`config.mk`:
```
export PLATFORM = sky130hd
export DESIGN_NAME = ring_bus_top
export DESIGN_NICKNAME = d
export VERILOG_FILES = /design/src/ring_bus_msg_pkg.sv /design/src/ring_bus_line_pkg.sv /design/src/ring_bus_ctrl.sv /design/src/ring_bus_member.sv /design/src/ring_bus_top.sv
export VERILOG_INCLUDE_DIRS = /design/src /design/src/src
export SDC_FILE = /design/constraint.sdc
export NUM_CORES = 1
export LEC_CHECK = 0
export BUFFER_PORTS_ARGS = -buffer_cell sky130_fd_sc_hd__buf_4
export CORE_UTILIZATION = 53
export DETAILED_ROUTE_END_ITERATION = 8
export GPL_TIMING_DRIVEN = 0
export HOLD_SLACK_MARGIN = 0.03
export PLACE_DENSITY = 0.84
export REMOVE_ABC_BUFFERS = 1
export SYNTH_ARGS = -nofsm -noshare
export SYNTH_HDL_FRONTEND = slang
export SYNTH_SLANG_ARGS = --single-unit
export TNS_END_PERCENT = 20
```
`constraint.sdc`:
```
create_clock -name CLK -period 2.1 [get_ports CLK]
set_clock_uncertainty 0.1 [all_clocks]
set_input_delay 0.21 -clock CLK [delete_from_list [all_inputs] [get_ports CLK]]
set_output_delay 0.21 -clock CLK [all_outputs]
set_load 0.01 [all_outputs]
```
`src/ring_bus_config.svh`:
```
`ifndef RING_BUS_CONFIG_SVH
`define RING_BUS_CONFIG_SVH

// cycles from a request on the line to the first bus clock edge, minus one
`define RING_START_CYCLES 12

// message fields, address goes out first
`define RING_ADDR_BITS 4
`define RING_DATA_BITS 8

// member nodes on the ring
`define RING_MEMBERS 2

`endif

```
`src/ring_bus_msg_pkg.sv`:
```
`default_nettype none

`include "ring_bus_config.svh"

package ring_bus_msg_pkg;

	// shifted out msb first, addr then data
	typedef struct packed
	{
		logic [`RING_ADDR_BITS-1:0] addr;
		logic [`RING_DATA_BITS-1:0] data;
	} ring_msg_t;

	// host to member
	typedef struct packed
	{
		logic req;
		ring_msg_t msg;
	} ring_tx_t;

	// member to host, single cycle
	typedef struct packed
	{
		logic valid;
		ring_msg_t msg;
	} ring_rx_t;

endpackage

`default_nettype wire

```
`src/ring_bus_line_pkg.sv`:
```
`default_nettype none

package ring_bus_line_pkg;

	// one hop of the ring
	typedef struct packed
	{
		logic clk;
		logic data;
	} ring_line_t;

	// fast bit phases first, then the slow control sequence
	typedef enum logic [4:0]
	{
		ST_IDLE,
		ST_WAIT_START,
		ST_ARB_LO,
		ST_ARB_HI,
		ST_DRIVE_HI,
		ST_DRIVE_LO,
		ST_LATCH_HI,
		ST_LATCH_LO,
		ST_S0_LO,
		ST_S0_HI,
		ST_S1_LO,
		ST_S1_HI,
		ST_S0A_LO,
		ST_S0A_HI,
		ST_REL_LO,
		ST_REL_HI,
		ST_BTI_LO,
		ST_BTI_HI
	} ring_ctrl_state_e;

endpackage

`default_nettype wire

```
`src/ring_bus_ctrl.sv`:
```
`default_nettype none

`include "ring_bus_config.svh"

module ring_bus_ctrl
	import ring_bus_line_pkg::*;
(
	input logic CLK,
	input logic RESET,
	input ring_line_t line_in,
	output ring_line_t line_out
);

	localparam int CNT_BITS = $clog2(`RING_START_CYCLES);

	ring_ctrl_state_e state, next_state;
	logic bus_clk, next_clk;
	logic hold, next_hold;
	logic dout, next_dout;
	logic half, next_half;
	logic lat, next_lat;
	logic [CNT_BITS-1:0] start_cnt, next_cnt;
	logic [3:0] hist;
	logic irq;
	logic sample_en;
	logic in_ctrl;

	// low half of the same control bit
	function automatic ring_ctrl_state_e lo_half(input ring_ctrl_state_e s);
		ring_ctrl_state_e r;
		case (s)
			ST_S0_HI: r = ST_S0_LO;
			ST_S1_HI: r = ST_S1_LO;
			ST_S0A_HI: r = ST_S0A_LO;
			ST_REL_HI: r = ST_REL_LO;
			default: r = ST_BTI_LO;
		endcase
		return r;
	endfunction

	assign line_out.clk = bus_clk;
	assign line_out.data = hold ? dout : line_in.data;

	assign in_ctrl = (state >= ST_S0_LO);

	// sender toggled twice inside one bit
	assign irq = (state == ST_DRIVE_LO) && (hist[0] ^ line_in.data);

	always_comb
	begin
		case (state)
			ST_ARB_LO, ST_DRIVE_LO, ST_LATCH_LO: sample_en = 1'b1;
			ST_S0_LO, ST_S1_LO, ST_S0A_LO, ST_REL_LO, ST_BTI_LO: sample_en = half;
			default: sample_en = 1'b0;
		endcase
	end

	always_ff @(posedge CLK or negedge RESET)
	begin
		if (!RESET)
		begin
			state <= ST_IDLE;
			bus_clk <= 1'b1;
			hold <= 1'b1;
			dout <= 1'b1;
			half <= 1'b0;
			lat <= 1'b0;
			start_cnt <= CNT_BITS'(`RING_START_CYCLES - 1);
			hist <= '0;
		end
		else
		begin
			state <= next_state;
			bus_clk <= next_clk;
			hold <= next_hold;
			dout <= next_dout;
			half <= next_half;
			lat <= next_lat;
			start_cnt <= next_cnt;
			if (sample_en)
				hist <= {hist[2:0], line_in.data};
		end
	end

	always_comb
	begin
		next_state = state;
		next_clk = bus_clk;
		next_hold = hold;
		next_dout = dout;
		next_half = half;
		next_lat = lat;
		next_cnt = start_cnt;

		case (state)
			ST_IDLE:
			begin
				next_cnt = CNT_BITS'(`RING_START_CYCLES - 1);
				next_half = 1'b0;
				next_lat = 1'b0;
				if (!line_in.data)
					next_state = ST_WAIT_START;
			end

			ST_WAIT_START:
			begin
				if (start_cnt != '0)
					next_cnt = start_cnt - 1'b1;
				else
				begin
					next_state = ST_ARB_LO;
					next_clk = 1'b0;
				end
			end

			ST_ARB_LO:
			begin
				next_state = ST_ARB_HI;
				next_clk = 1'b1;
			end

			// open the ring for the winner
			ST_ARB_HI:
			begin
				next_state = ST_DRIVE_LO;
				next_clk = 1'b0;
				next_hold = 1'b0;
			end

			ST_DRIVE_HI:
			begin
				next_state = ST_DRIVE_LO;
				next_clk = 1'b0;
			end

			ST_DRIVE_LO:
			begin
				if (irq)
				begin
					next_state = ST_S0_LO;
					next_hold = 1'b1;
					next_dout = 1'b0;
				end
				else
				begin
					next_state = ST_LATCH_HI;
					next_clk = 1'b1;
				end
			end

			ST_LATCH_HI:
			begin
				next_state = ST_LATCH_LO;
				next_clk = 1'b0;
			end

			ST_LATCH_LO:
			begin
				next_state = ST_DRIVE_HI;
				next_clk = 1'b1;
			end

			ST_S0_LO, ST_S1_LO, ST_S0A_LO, ST_REL_LO, ST_BTI_LO:
			begin
				next_half = ~half;
				if (half)
				begin
					next_state = ring_ctrl_state_e'(state + 1'b1);
					next_clk = 1'b1;
				end
			end

			default:
			begin
				next_half = ~half;
				if (half)
				begin
					next_clk = 1'b0;
					if (!lat)
					begin
						// latch pair of the same bit
						next_lat = 1'b1;
						next_state = lo_half(state);
					end
					else
					begin
						next_lat = 1'b0;
						next_state = ST_S0_LO;
						next_dout = 1'b0;
						case (state)
							ST_S0_HI:
							begin
								if (!hist[0])
								begin
									next_state = ST_S1_LO;
									next_dout = 1'b1;
								end
							end
							ST_S1_HI:
							begin
								if (hist[0])
									next_state = ST_S0A_LO;
							end
							ST_S0A_HI:
							begin
								if (!hist[0])
								begin
									next_state = ST_REL_LO;
									next_dout = 1'b1;
								end
							end
							ST_REL_HI:
							begin
								next_state = ST_BTI_LO;
								next_dout = 1'b1;
							end
							default:
							begin
								next_state = ST_IDLE;
								next_dout = 1'b1;
								next_clk = 1'b1;
							end
						endcase
					end
				end
			end
		endcase
	end

	a_idle_clk_high: assert property (@(posedge CLK) disable iff (!RESET)
		(state == ST_IDLE) |-> line_out.clk);

	a_hold_in_ctrl: assert property (@(posedge CLK) disable iff (!RESET)
		in_ctrl |-> hold);

endmodule

`default_nettype wire

```
`src/ring_bus_member.sv`:
```
`default_nettype none

`include "ring_bus_config.svh"

module ring_bus_member
	import ring_bus_msg_pkg::*, ring_bus_line_pkg::*;
#(
	parameter logic [`RING_ADDR_BITS-1:0] NODE_ID = 1
)
(
	input logic CLK,
	input logic RESET,
	input ring_line_t line_in,
	output ring_line_t line_out,
	input ring_tx_t tx,
	output logic tx_ack,
	output ring_rx_t rx
);

	localparam int MSG_BITS = $bits(ring_msg_t);
	localparam int IDX_BITS = $clog2(MSG_BITS + 3);

	logic clk_q;
	logic fwd_q;
	logic bus_edge;
	logic active, arb_done, ctrl_seen, won;
	logic [1:0] ph;
	logic [1:0] quiet;
	logic drv_en, drv_bit;
	logic [IDX_BITS-1:0] tx_idx, rx_cnt;
	logic [MSG_BITS-1:0] tx_bits;
	ring_msg_t rx_sr;
	logic fast_edge, drive_ev, sample_ev, latch_lo_ev, bus_done;

	assign line_out.clk = line_in.clk;
	assign line_out.data = drv_en ? drv_bit : fwd_q;

	assign tx_bits = tx.msg;
	assign bus_edge = line_in.clk ^ clk_q;

	// edges after arbitration cycle drive-lo, latch-hi, latch-lo, drive-hi
	assign fast_edge = active && arb_done && !ctrl_seen && bus_edge;
	assign drive_ev = fast_edge && (ph == 2'd0);
	assign sample_ev = fast_edge && (ph == 2'd1);
	assign latch_lo_ev = fast_edge && (ph == 2'd2);

	// clock steady for longer than any control half means idle again
	assign bus_done = ctrl_seen && (quiet == 2'd3);

	always_ff @(posedge CLK)
	begin
		if (sample_ev)
			rx_sr <= ring_msg_t'({rx_sr[MSG_BITS-2:0], line_in.data});
	end

	always_ff @(posedge CLK or negedge RESET)
	begin
		if (!RESET)
		begin
			clk_q <= 1'b1;
			fwd_q <= 1'b1;
			quiet <= '0;
			active <= 1'b0;
			arb_done <= 1'b0;
			ctrl_seen <= 1'b0;
			won <= 1'b0;
			ph <= '0;
			drv_en <= 1'b0;
			drv_bit <= 1'b1;
			tx_idx <= '0;
			rx_cnt <= '0;
			tx_ack <= 1'b0;
			rx <= '0;
		end
		else
		begin
			clk_q <= line_in.clk;
			fwd_q <= line_in.data;
			rx.valid <= 1'b0;
			if (bus_edge)
				quiet <= '0;
			else if (quiet != 2'd3)
				quiet <= quiet + 1'b1;
			if (tx_ack && !tx.req)
				tx_ack <= 1'b0;

			if (!active)
			begin
				// pull the idle line low to request
				drv_en <= tx.req && !tx_ack;
				drv_bit <= 1'b0;
				if (bus_edge)
					active <= 1'b1;
			end
			else if (ctrl_seen)
			begin
				if (bus_done)
				begin
					active <= 1'b0;
					arb_done <= 1'b0;
					ctrl_seen <= 1'b0;
					won <= 1'b0;
					tx_idx <= '0;
					rx_cnt <= '0;
					if (won)
						tx_ack <= 1'b1;
					else if (rx_cnt == IDX_BITS'(MSG_BITS) && rx_sr.addr == NODE_ID)
					begin
						rx.valid <= 1'b1;
						rx.msg <= rx_sr;
					end
				end
			end
			else if (!bus_edge)
			begin
				// slow clock, controller owns the line
				ctrl_seen <= 1'b1;
				drv_en <= 1'b0;
			end
			else if (!arb_done)
			begin
				// still high upstream means nobody ahead of us wants it
				arb_done <= 1'b1;
				ph <= '0;
				won <= drv_en && line_in.data;
				drv_en <= drv_en && line_in.data;
			end
			else
			begin
				ph <= ph + 1'b1;
				if (sample_ev && rx_cnt <= IDX_BITS'(MSG_BITS))
					rx_cnt <= rx_cnt + 1'b1;
				if (won && drive_ev)
				begin
					if (tx_idx < IDX_BITS'(MSG_BITS))
					begin
						drv_bit <= tx_bits[IDX_BITS'(MSG_BITS - 1) - tx_idx];
						tx_idx <= tx_idx + 1'b1;
					end
					else if (tx_idx == IDX_BITS'(MSG_BITS + 1))
					begin
						drv_bit <= ~drv_bit;
						tx_idx <= tx_idx + 1'b1;
					end
				end
				// first half of the end toggle
				if (won && latch_lo_ev && tx_idx == IDX_BITS'(MSG_BITS))
				begin
					drv_bit <= ~drv_bit;
					tx_idx <= tx_idx + 1'b1;
				end
			end
		end
	end

	a_ack_falls_after_req: assert property (@(posedge CLK) disable iff (!RESET)
		$fell(tx_ack) |-> $past(!tx.req));

endmodule

`default_nettype wire

```
`src/ring_bus_top.sv`:
```
`default_nettype none

`include "ring_bus_config.svh"

module ring_bus_top
	import ring_bus_msg_pkg::*, ring_bus_line_pkg::*;
(
	input logic CLK,
	input logic RESET,
	input ring_tx_t tx [`RING_MEMBERS],
	output logic tx_ack [`RING_MEMBERS],
	output ring_rx_t rx [`RING_MEMBERS]
);

	// hop 0 leaves the controller, the last hop returns to it
	ring_line_t hop [`RING_MEMBERS+1];

	ring_bus_ctrl ctrl_inst
	(
		.CLK(CLK),
		.RESET(RESET),
		.line_in(hop[`RING_MEMBERS]),
		.line_out(hop[0])
	);

	for (genvar i = 0; i < `RING_MEMBERS; i++)
	begin : g_member
		ring_bus_member #(
			.NODE_ID(`RING_ADDR_BITS'(i + 1))
		) member_inst
		(
			.CLK(CLK),
			.RESET(RESET),
			.line_in(hop[i]),
			.line_out(hop[i+1]),
			.tx(tx[i]),
			.tx_ack(tx_ack[i]),
			.rx(rx[i])
		);
	end

endmodule

`default_nettype wire

```
======== Word-level counts from Yosys, hierarchy flattened ========
Index checks and enable logic that the tools add are counted.
word-level totals
  register bits ........................... 106
  logic and storage cells ................. 353
operators by class
  add/subtract/negate cells ............... 12
  order comparisons ....................... 6
  equality and inequality tests ........... 54
  mux-type cells .......................... 134
  bitwise logic cells ..................... 12
  reductions and logical operators ........ 92
operators with widths
  operator               number
  $mux W13               10
  $mux W4                26
  $mux W1                71
  $eq A5 B4 Y1 const B   8
  $pmux W5 S4            2
  $pmux W5 S8            1
  $reduce_and A5 Y1      7
  $logic_and A1 B1 Y1    31
  $ne A2 B2 Y1 const B   14
  $reduce_bool A2 Y1     13
  $mux W5                5
  $eq A4 B4 Y1 const B   6
  $reduce_or A12 Y1      2
  $eq A5 B3 Y1 const B   4
  $add A4 B1 Y4 const B  4
  $reduce_and A4 Y1      4
  $mux W2                7
  $ne A3 B3 Y1 const B   4
  $pmux W1 S2            6
  $reduce_and A3 Y1      4
  $reduce_and A6 Y1      2
  $reduce_bool A4 Y1     3
  $eq A5 B2 Y1 const B   2
  $lt A4 B5 Y1 const B   2
  other kinds (32)       72

======== Logic depth before layout (Yosys ltp) ========
  word-level depth ........................ 11
  gate-level depth with buffers ........... 9
  mapped depth without buffers ............ 8

======== Hierarchy ========
From an unflattened synthesis, not the netlist that was laid out.
second synthesis, totals
  cells, all modules ...................... 452
  area total of the unflattened synthesis .. 5440.2 um^2
modules (own cells, without submodules)
  module           times used  cells each  area an instance (um^2)  sequential area each (um^2)
  ring_bus_member  2           156         2062.0                   1214.9
  ring_bus_ctrl    1           140         1316.3                   382.9

======== Least setup slack after synthesis ========
Ideal clock, no wire load.
  path type ............................... register to register
  start ................................... register ctrl_inst.state[0]
  end ..................................... register ctrl_inst.state[0]
  arrival time ............................ 2064 ps
  required time ........................... 1875 ps
  slack ................................... -189 ps
  cell stages (with the launch flop) ...... 10
  buffers on the path ..................... 2
  period minus slack after synthesis ...... 2289 ps
  cells stage by stage .................... dfrtp_1 inv_1 ha_1 clkbuf_1 and3b_1 a211oi_2 o21ai_1 nor2b_1 buf_6 mux2_4
between the ends
  cells in the longest elaborated chain, start to end .. 5
ends and longest elaborated chain
  element                 RTL line              RTL
  start, declared         ring_bus_ctrl.sv:16   ring_ctrl_state_e state, next_state;
  start signal, assigned  ring_bus_ctrl.sv:73   state <= next_state;
  $eq A5 B4 Y1            ring_bus_ctrl.sv:190  case (state)
  $pmux W5 S4             ring_bus_ctrl.sv:190
  $mux W5                 ring_bus_ctrl.sv:179  if (!lat)
  $mux W5                 ring_bus_ctrl.sv:176  if (half)
  $pmux W5 S8             ring_bus_ctrl.sv:95   case (state)
Parallel ways exist; a longest one is shown, timed or not. The select of a mux whose other input is x is not followed.
A chain may end at the register's enable or synchronous reset.

======== Worst setup path in the final report ========
  start ................................... register ctrl_inst.state[1]
  end ..................................... register ctrl_inst.state[2]
between the ends
  cells in the longest elaborated chain, start to end .. 5
ends and longest elaborated chain
  element                         RTL line
  $eq A5 B4 Y1                    ring_bus_ctrl.sv:31, ring_bus_ctrl.sv:190
  $pmux W5 S4 (on tied branches)  ring_bus_ctrl.sv:31, ring_bus_ctrl.sv:190
  $mux W5                         ring_bus_ctrl.sv:179
  $mux W5                         ring_bus_ctrl.sv:176
  $pmux W5 S8                     ring_bus_ctrl.sv:95
Parallel ways exist; a longest one is shown, timed or not. The select of a mux whose other input is x is not followed.

==> flow_summary_export.csv <==
group,metric,value,unit
power,finalPower,7.331,mW
placed_design,portBuffers,55,
clocking,cts_max_path_buffers,2,
layout,fin_util,67.69,%
critical_path,timing.rr.end,"ctrl_inst.state[2]",
global_routing,track_usage,21.62,%
critical_path,reg2regPathDepth,7,
critical_path,cp.arrival,2.32,ns
layout,layout_common_cells,"buf_4, dfrtp_1, nor2_1",
critical_path,critPathMaxFanout,5,
hold_path,hp-start,"tx[11]",
critical_path,path_cells,"inv_4 > ha_4 > a2111o_1 > a211oi_2 > a21oi_2 > nor2b_4 > mux2_4",
layout,drive_gt1_share,35.90,%
detailed_routing,dr_total_vias,3930,
synthesis,syn_area,0.005344,sq mm
global_routing,grt_pass1_vias,3744,
layout,instances_no_fill,679,
hold_path,hold_depth,6,
clocking,htree_levels,3,
sta,worst_slew_pin_slew,1.007,ns
floorplanning,coreArea,0.009774,sq mm
critical_path,ff2ff_setup_slack,-0.05,ns
sta,final-hold-violation-count,0,
synthesis,ys_seq_area_share,52.14,%
sta,worst_slack,-0.05357,ns
global_routing,overflow,0,
clocking,cts_tree,"built",
floorplanning,start_util,54.67,%
floorplanning,die_h,102.4,um
sta,layout_min_cycle_time,2.154,ns
clocking,clk-insertion-delay-late,0.38,ns
layout,n_fill_cell,690,
power,power_frac_seq,41.1,%
detailed_routing,postRouteAntennaNets,0,
synthesis,synth_cell_type_count,72,
global_routing,antenna_found_initial,0,
power,switching_share,37.35,%
floorplanning,die-area,0.01049,sq mm
layout,antenna_cells,0,
synthesis,ys_seq_elements,106,
clocking,cts_root_buf,"clkbuf_8",
hold_path,hold_class,"in -> reg",
critical_path,critical_path_class,"reg -> reg",
placed_design,dp_hpwl,7224,um
synthesis,avgSynthCellArea,11.52,sq um
power,combinationalPowerShare,40.0,%
power,internal-power,4.593,mW
clocking,clock-sinks,106,
floorplanning,ios,56,
clocking,clkTransAtPathRegs,0.10,ns
placed_design,dp_worst_setup_slack,-0.7773,ns
clocking,cts_buffers,9,
placed_design,dp_cells,630,
detailed_routing,firstDrtPassIters,4,
power,p_leak,2.939,nW
layout,final_common_cell,"buf_4",
critical_path,critPathRequiredTime,2.27,ns
placed_design,place_congestion,0.9237,
sta,max_slew_margin,32.85,%
detailed_routing,wl_per_cell,16.28,um
outcome,outcome,"finished with violations",
detailed_routing,drc,0,
synthesis,synth_top_flop_cell,"dfrtp_1",
critical_path,worstSetupEndpointType,"register",
synthesis,async_reset_ff_share,77.36,%
layout,fin_area,0.006616,sq mm
synthesis,synth_cells,464,
critical_path,worstReg2RegStart,"ctrl_inst.state[1]",
hold_path,hold_path_end,"g_member[1].member_inst.drv_bit",
job,maxCapViolations,0,
detailed_routing,drt_iter0_drc,262,
placed_design,placed_area,0.005814,sq mm
critical_path,crit_path_max_incr_delay,0.47,ns
sta,holdWs,0.3151,ns
sta,fin_setup_tns,-0.1551,ns
synthesis,yosys_warnings,0,
power,power_switching,2.738,mW
floorplanning,die_w,102.4,um
power,p_per_area,1108,mW/mm^2
synthesis,synth_edf_count,24,
global_routing,grt_first_pass_wirelength,17510,um
sta,max_freq,0.4643,GHz
power,ir_drop,765.6,uV
critical_path,crit_path_top_delay_cell,"dfrtp_2",
floorplanning,rows,36,
detailed_routing,routed_wl,11050,um
outcome,violations,"negative setup slack",
sta,setup_viol,4,
sta,maxSlewViolCount,0,
layout,syn2layout_area_growth,23.81,%
critical_path,critPathLaunchType,"register",
global_routing,grt_max_degree,83,
layout,layout.nets,596,
sta,rsz0062_at_grt,"yes",
detailed_routing,viasPerCell,5.788,
sta,fin_crit_sh,102.6,%
power,power_frac_clock,18.8,%
## timing repair
action | in CTS | in global routing
hold buffers | 3 | 0
gates resized for setup | 38 | 26
pin swaps | 6 | 7
setup endpoints to repair | 52 | 40
endpoints found under the hold margin | 73 | 0
buffers inserted | 19 | 12
## cells by family (layout without fill, tap and decap cells)
kind of cell             after synthesis  count (layout)  synth area share (%)
AND/OR/NAND/NOR                      141             141                 14.89
flip-flops                           106             106                 52.14
AO/OA/AOI/OAI                         91              91                 11.71
buffers and inverters                 51             133                 4.167
multiplexers                          37              37                 8.687
adder cells (fa/ha/maj)               27              27                 6.322
XOR/XNOR                              11              11                 2.084
## layer usage
| layer | global-route usage (%) | share of wire (%) | routed length, um | up-vias |
|---|---|---|---|---|
| li1 | - | - | - | 1833 |
| met1 | 27.09 | 43 | 4808 | 1989 |
| met2 | 37.69 | 51 | 5673 | 89 |
| met3 | 4.172 | 3.4 | 372 | 19 |
| met4 | 7.033 | 1.8 | 201 | 0 |
| met5 | 0 | 0 | 0 | - |
## power by group through the flow
stage / sequential, mW / combinational (mW) / clock (mW)
2_1_floorplan: 2.83 / 1.71 / 0
4_1_cts: 2.96 / 2.62 / 1.40
3_5_place_dp: 2.95 / 2.19 / 0
6_report: 3.02 / 2.93 / 1.38
3_3_place_gp: 2.93 / 2.09 / 0
5_1_grt: 3.08 / 3.18 / 1.48
## state kept, by name (all words and copies together) (netlist names), 2 cells and up
signal and cells:
g_member.member_inst.rx 26, g_member.member_inst.rx_sr 24, g_member.member_inst.rx_cnt 8, g_member.member_inst.tx_idx 8
ctrl_inst.state 5, ctrl_inst.start_cnt 4, g_member.member_inst.ph 4, g_member.member_inst.quiet 4
g_member.member_inst.active 2, g_member.member_inst.arb_done 2, g_member.member_inst.ctrl_seen 2, g_member.member_inst.drv_bit 2
g_member.member_inst.drv_en 2, g_member.member_inst.fwd_q 2, g_member.member_inst.tx_ack 2, g_member.member_inst.won 2
## cells in the mapped netlist (6+ instances only)
cell type  instances  area share [%]
a21o_1             6            0.84
a21oi_1           19             1.8
buf_2              7            0.66
clkbuf_1          10            0.70
dfrtp_1           71              33
dfstp_2           11             5.4
edfxtp_1          24              13
ha_1              27             6.3
inv_1             28             2.0
mux2_2            23             4.8
mux2i_1            7             1.3
nand2_1           24             1.7
nand2b_1           6            0.70
nand3_1           21             2.0
nor2_1            28             2.0
nor2b_1           14             1.6
nor3_1            10            0.94
o21ai_0           22             2.1
xor2_1             7             1.1
## layout make-up
cell class / instances / area [sq um] / area share (%)
sequential: 106 / 2798 / 42.28
clock inverter: 7 / 101.3 / 1.532
timing repair buffer: 88 / 700.7 / 10.59
clock buffer: 9 / 123.9 / 1.872
tap: 133 / 166.4 / 2.515
multi-input combinational: 307 / 2613 / 39.49
inverter: 29 / 113.9 / 1.721
## worst max path at each step
| stage | endpoint | from |
|---|---|---|
| 4_1_cts | g_member[0].member_inst.rx_cnt[0] | ctrl_inst.bus_clk |
| 6_report | ctrl_inst.state[2] | ctrl_inst.state[1] |
| 3_3_place_gp | ctrl_inst.state[0] | ctrl_inst.state[0] |
| 5_1_grt | g_member[0].member_inst.rx_cnt[0] | ctrl_inst.bus_clk |
| 2_1_floorplan | ctrl_inst.state[4] | ctrl_inst.state[0] |
| 3_5_place_dp | g_member[1].member_inst.rx[0] | g_member[1].member_inst.quiet[0] |
## critical path, delay by kind of cell (launching register included)
kind | cells | cell delay (ns)
AND/OR/NAND/NOR | 1 | 0.17
flip-flops | 1 | 0.47
adder cells (fa/ha/maj) | 1 | 0.18
multiplexers | 1 | 0.31
buffers and inverters | 1 | 0.07
AO/OA/AOI/OAI | 3 | 0.73
(Power assumes the default switching activity.)
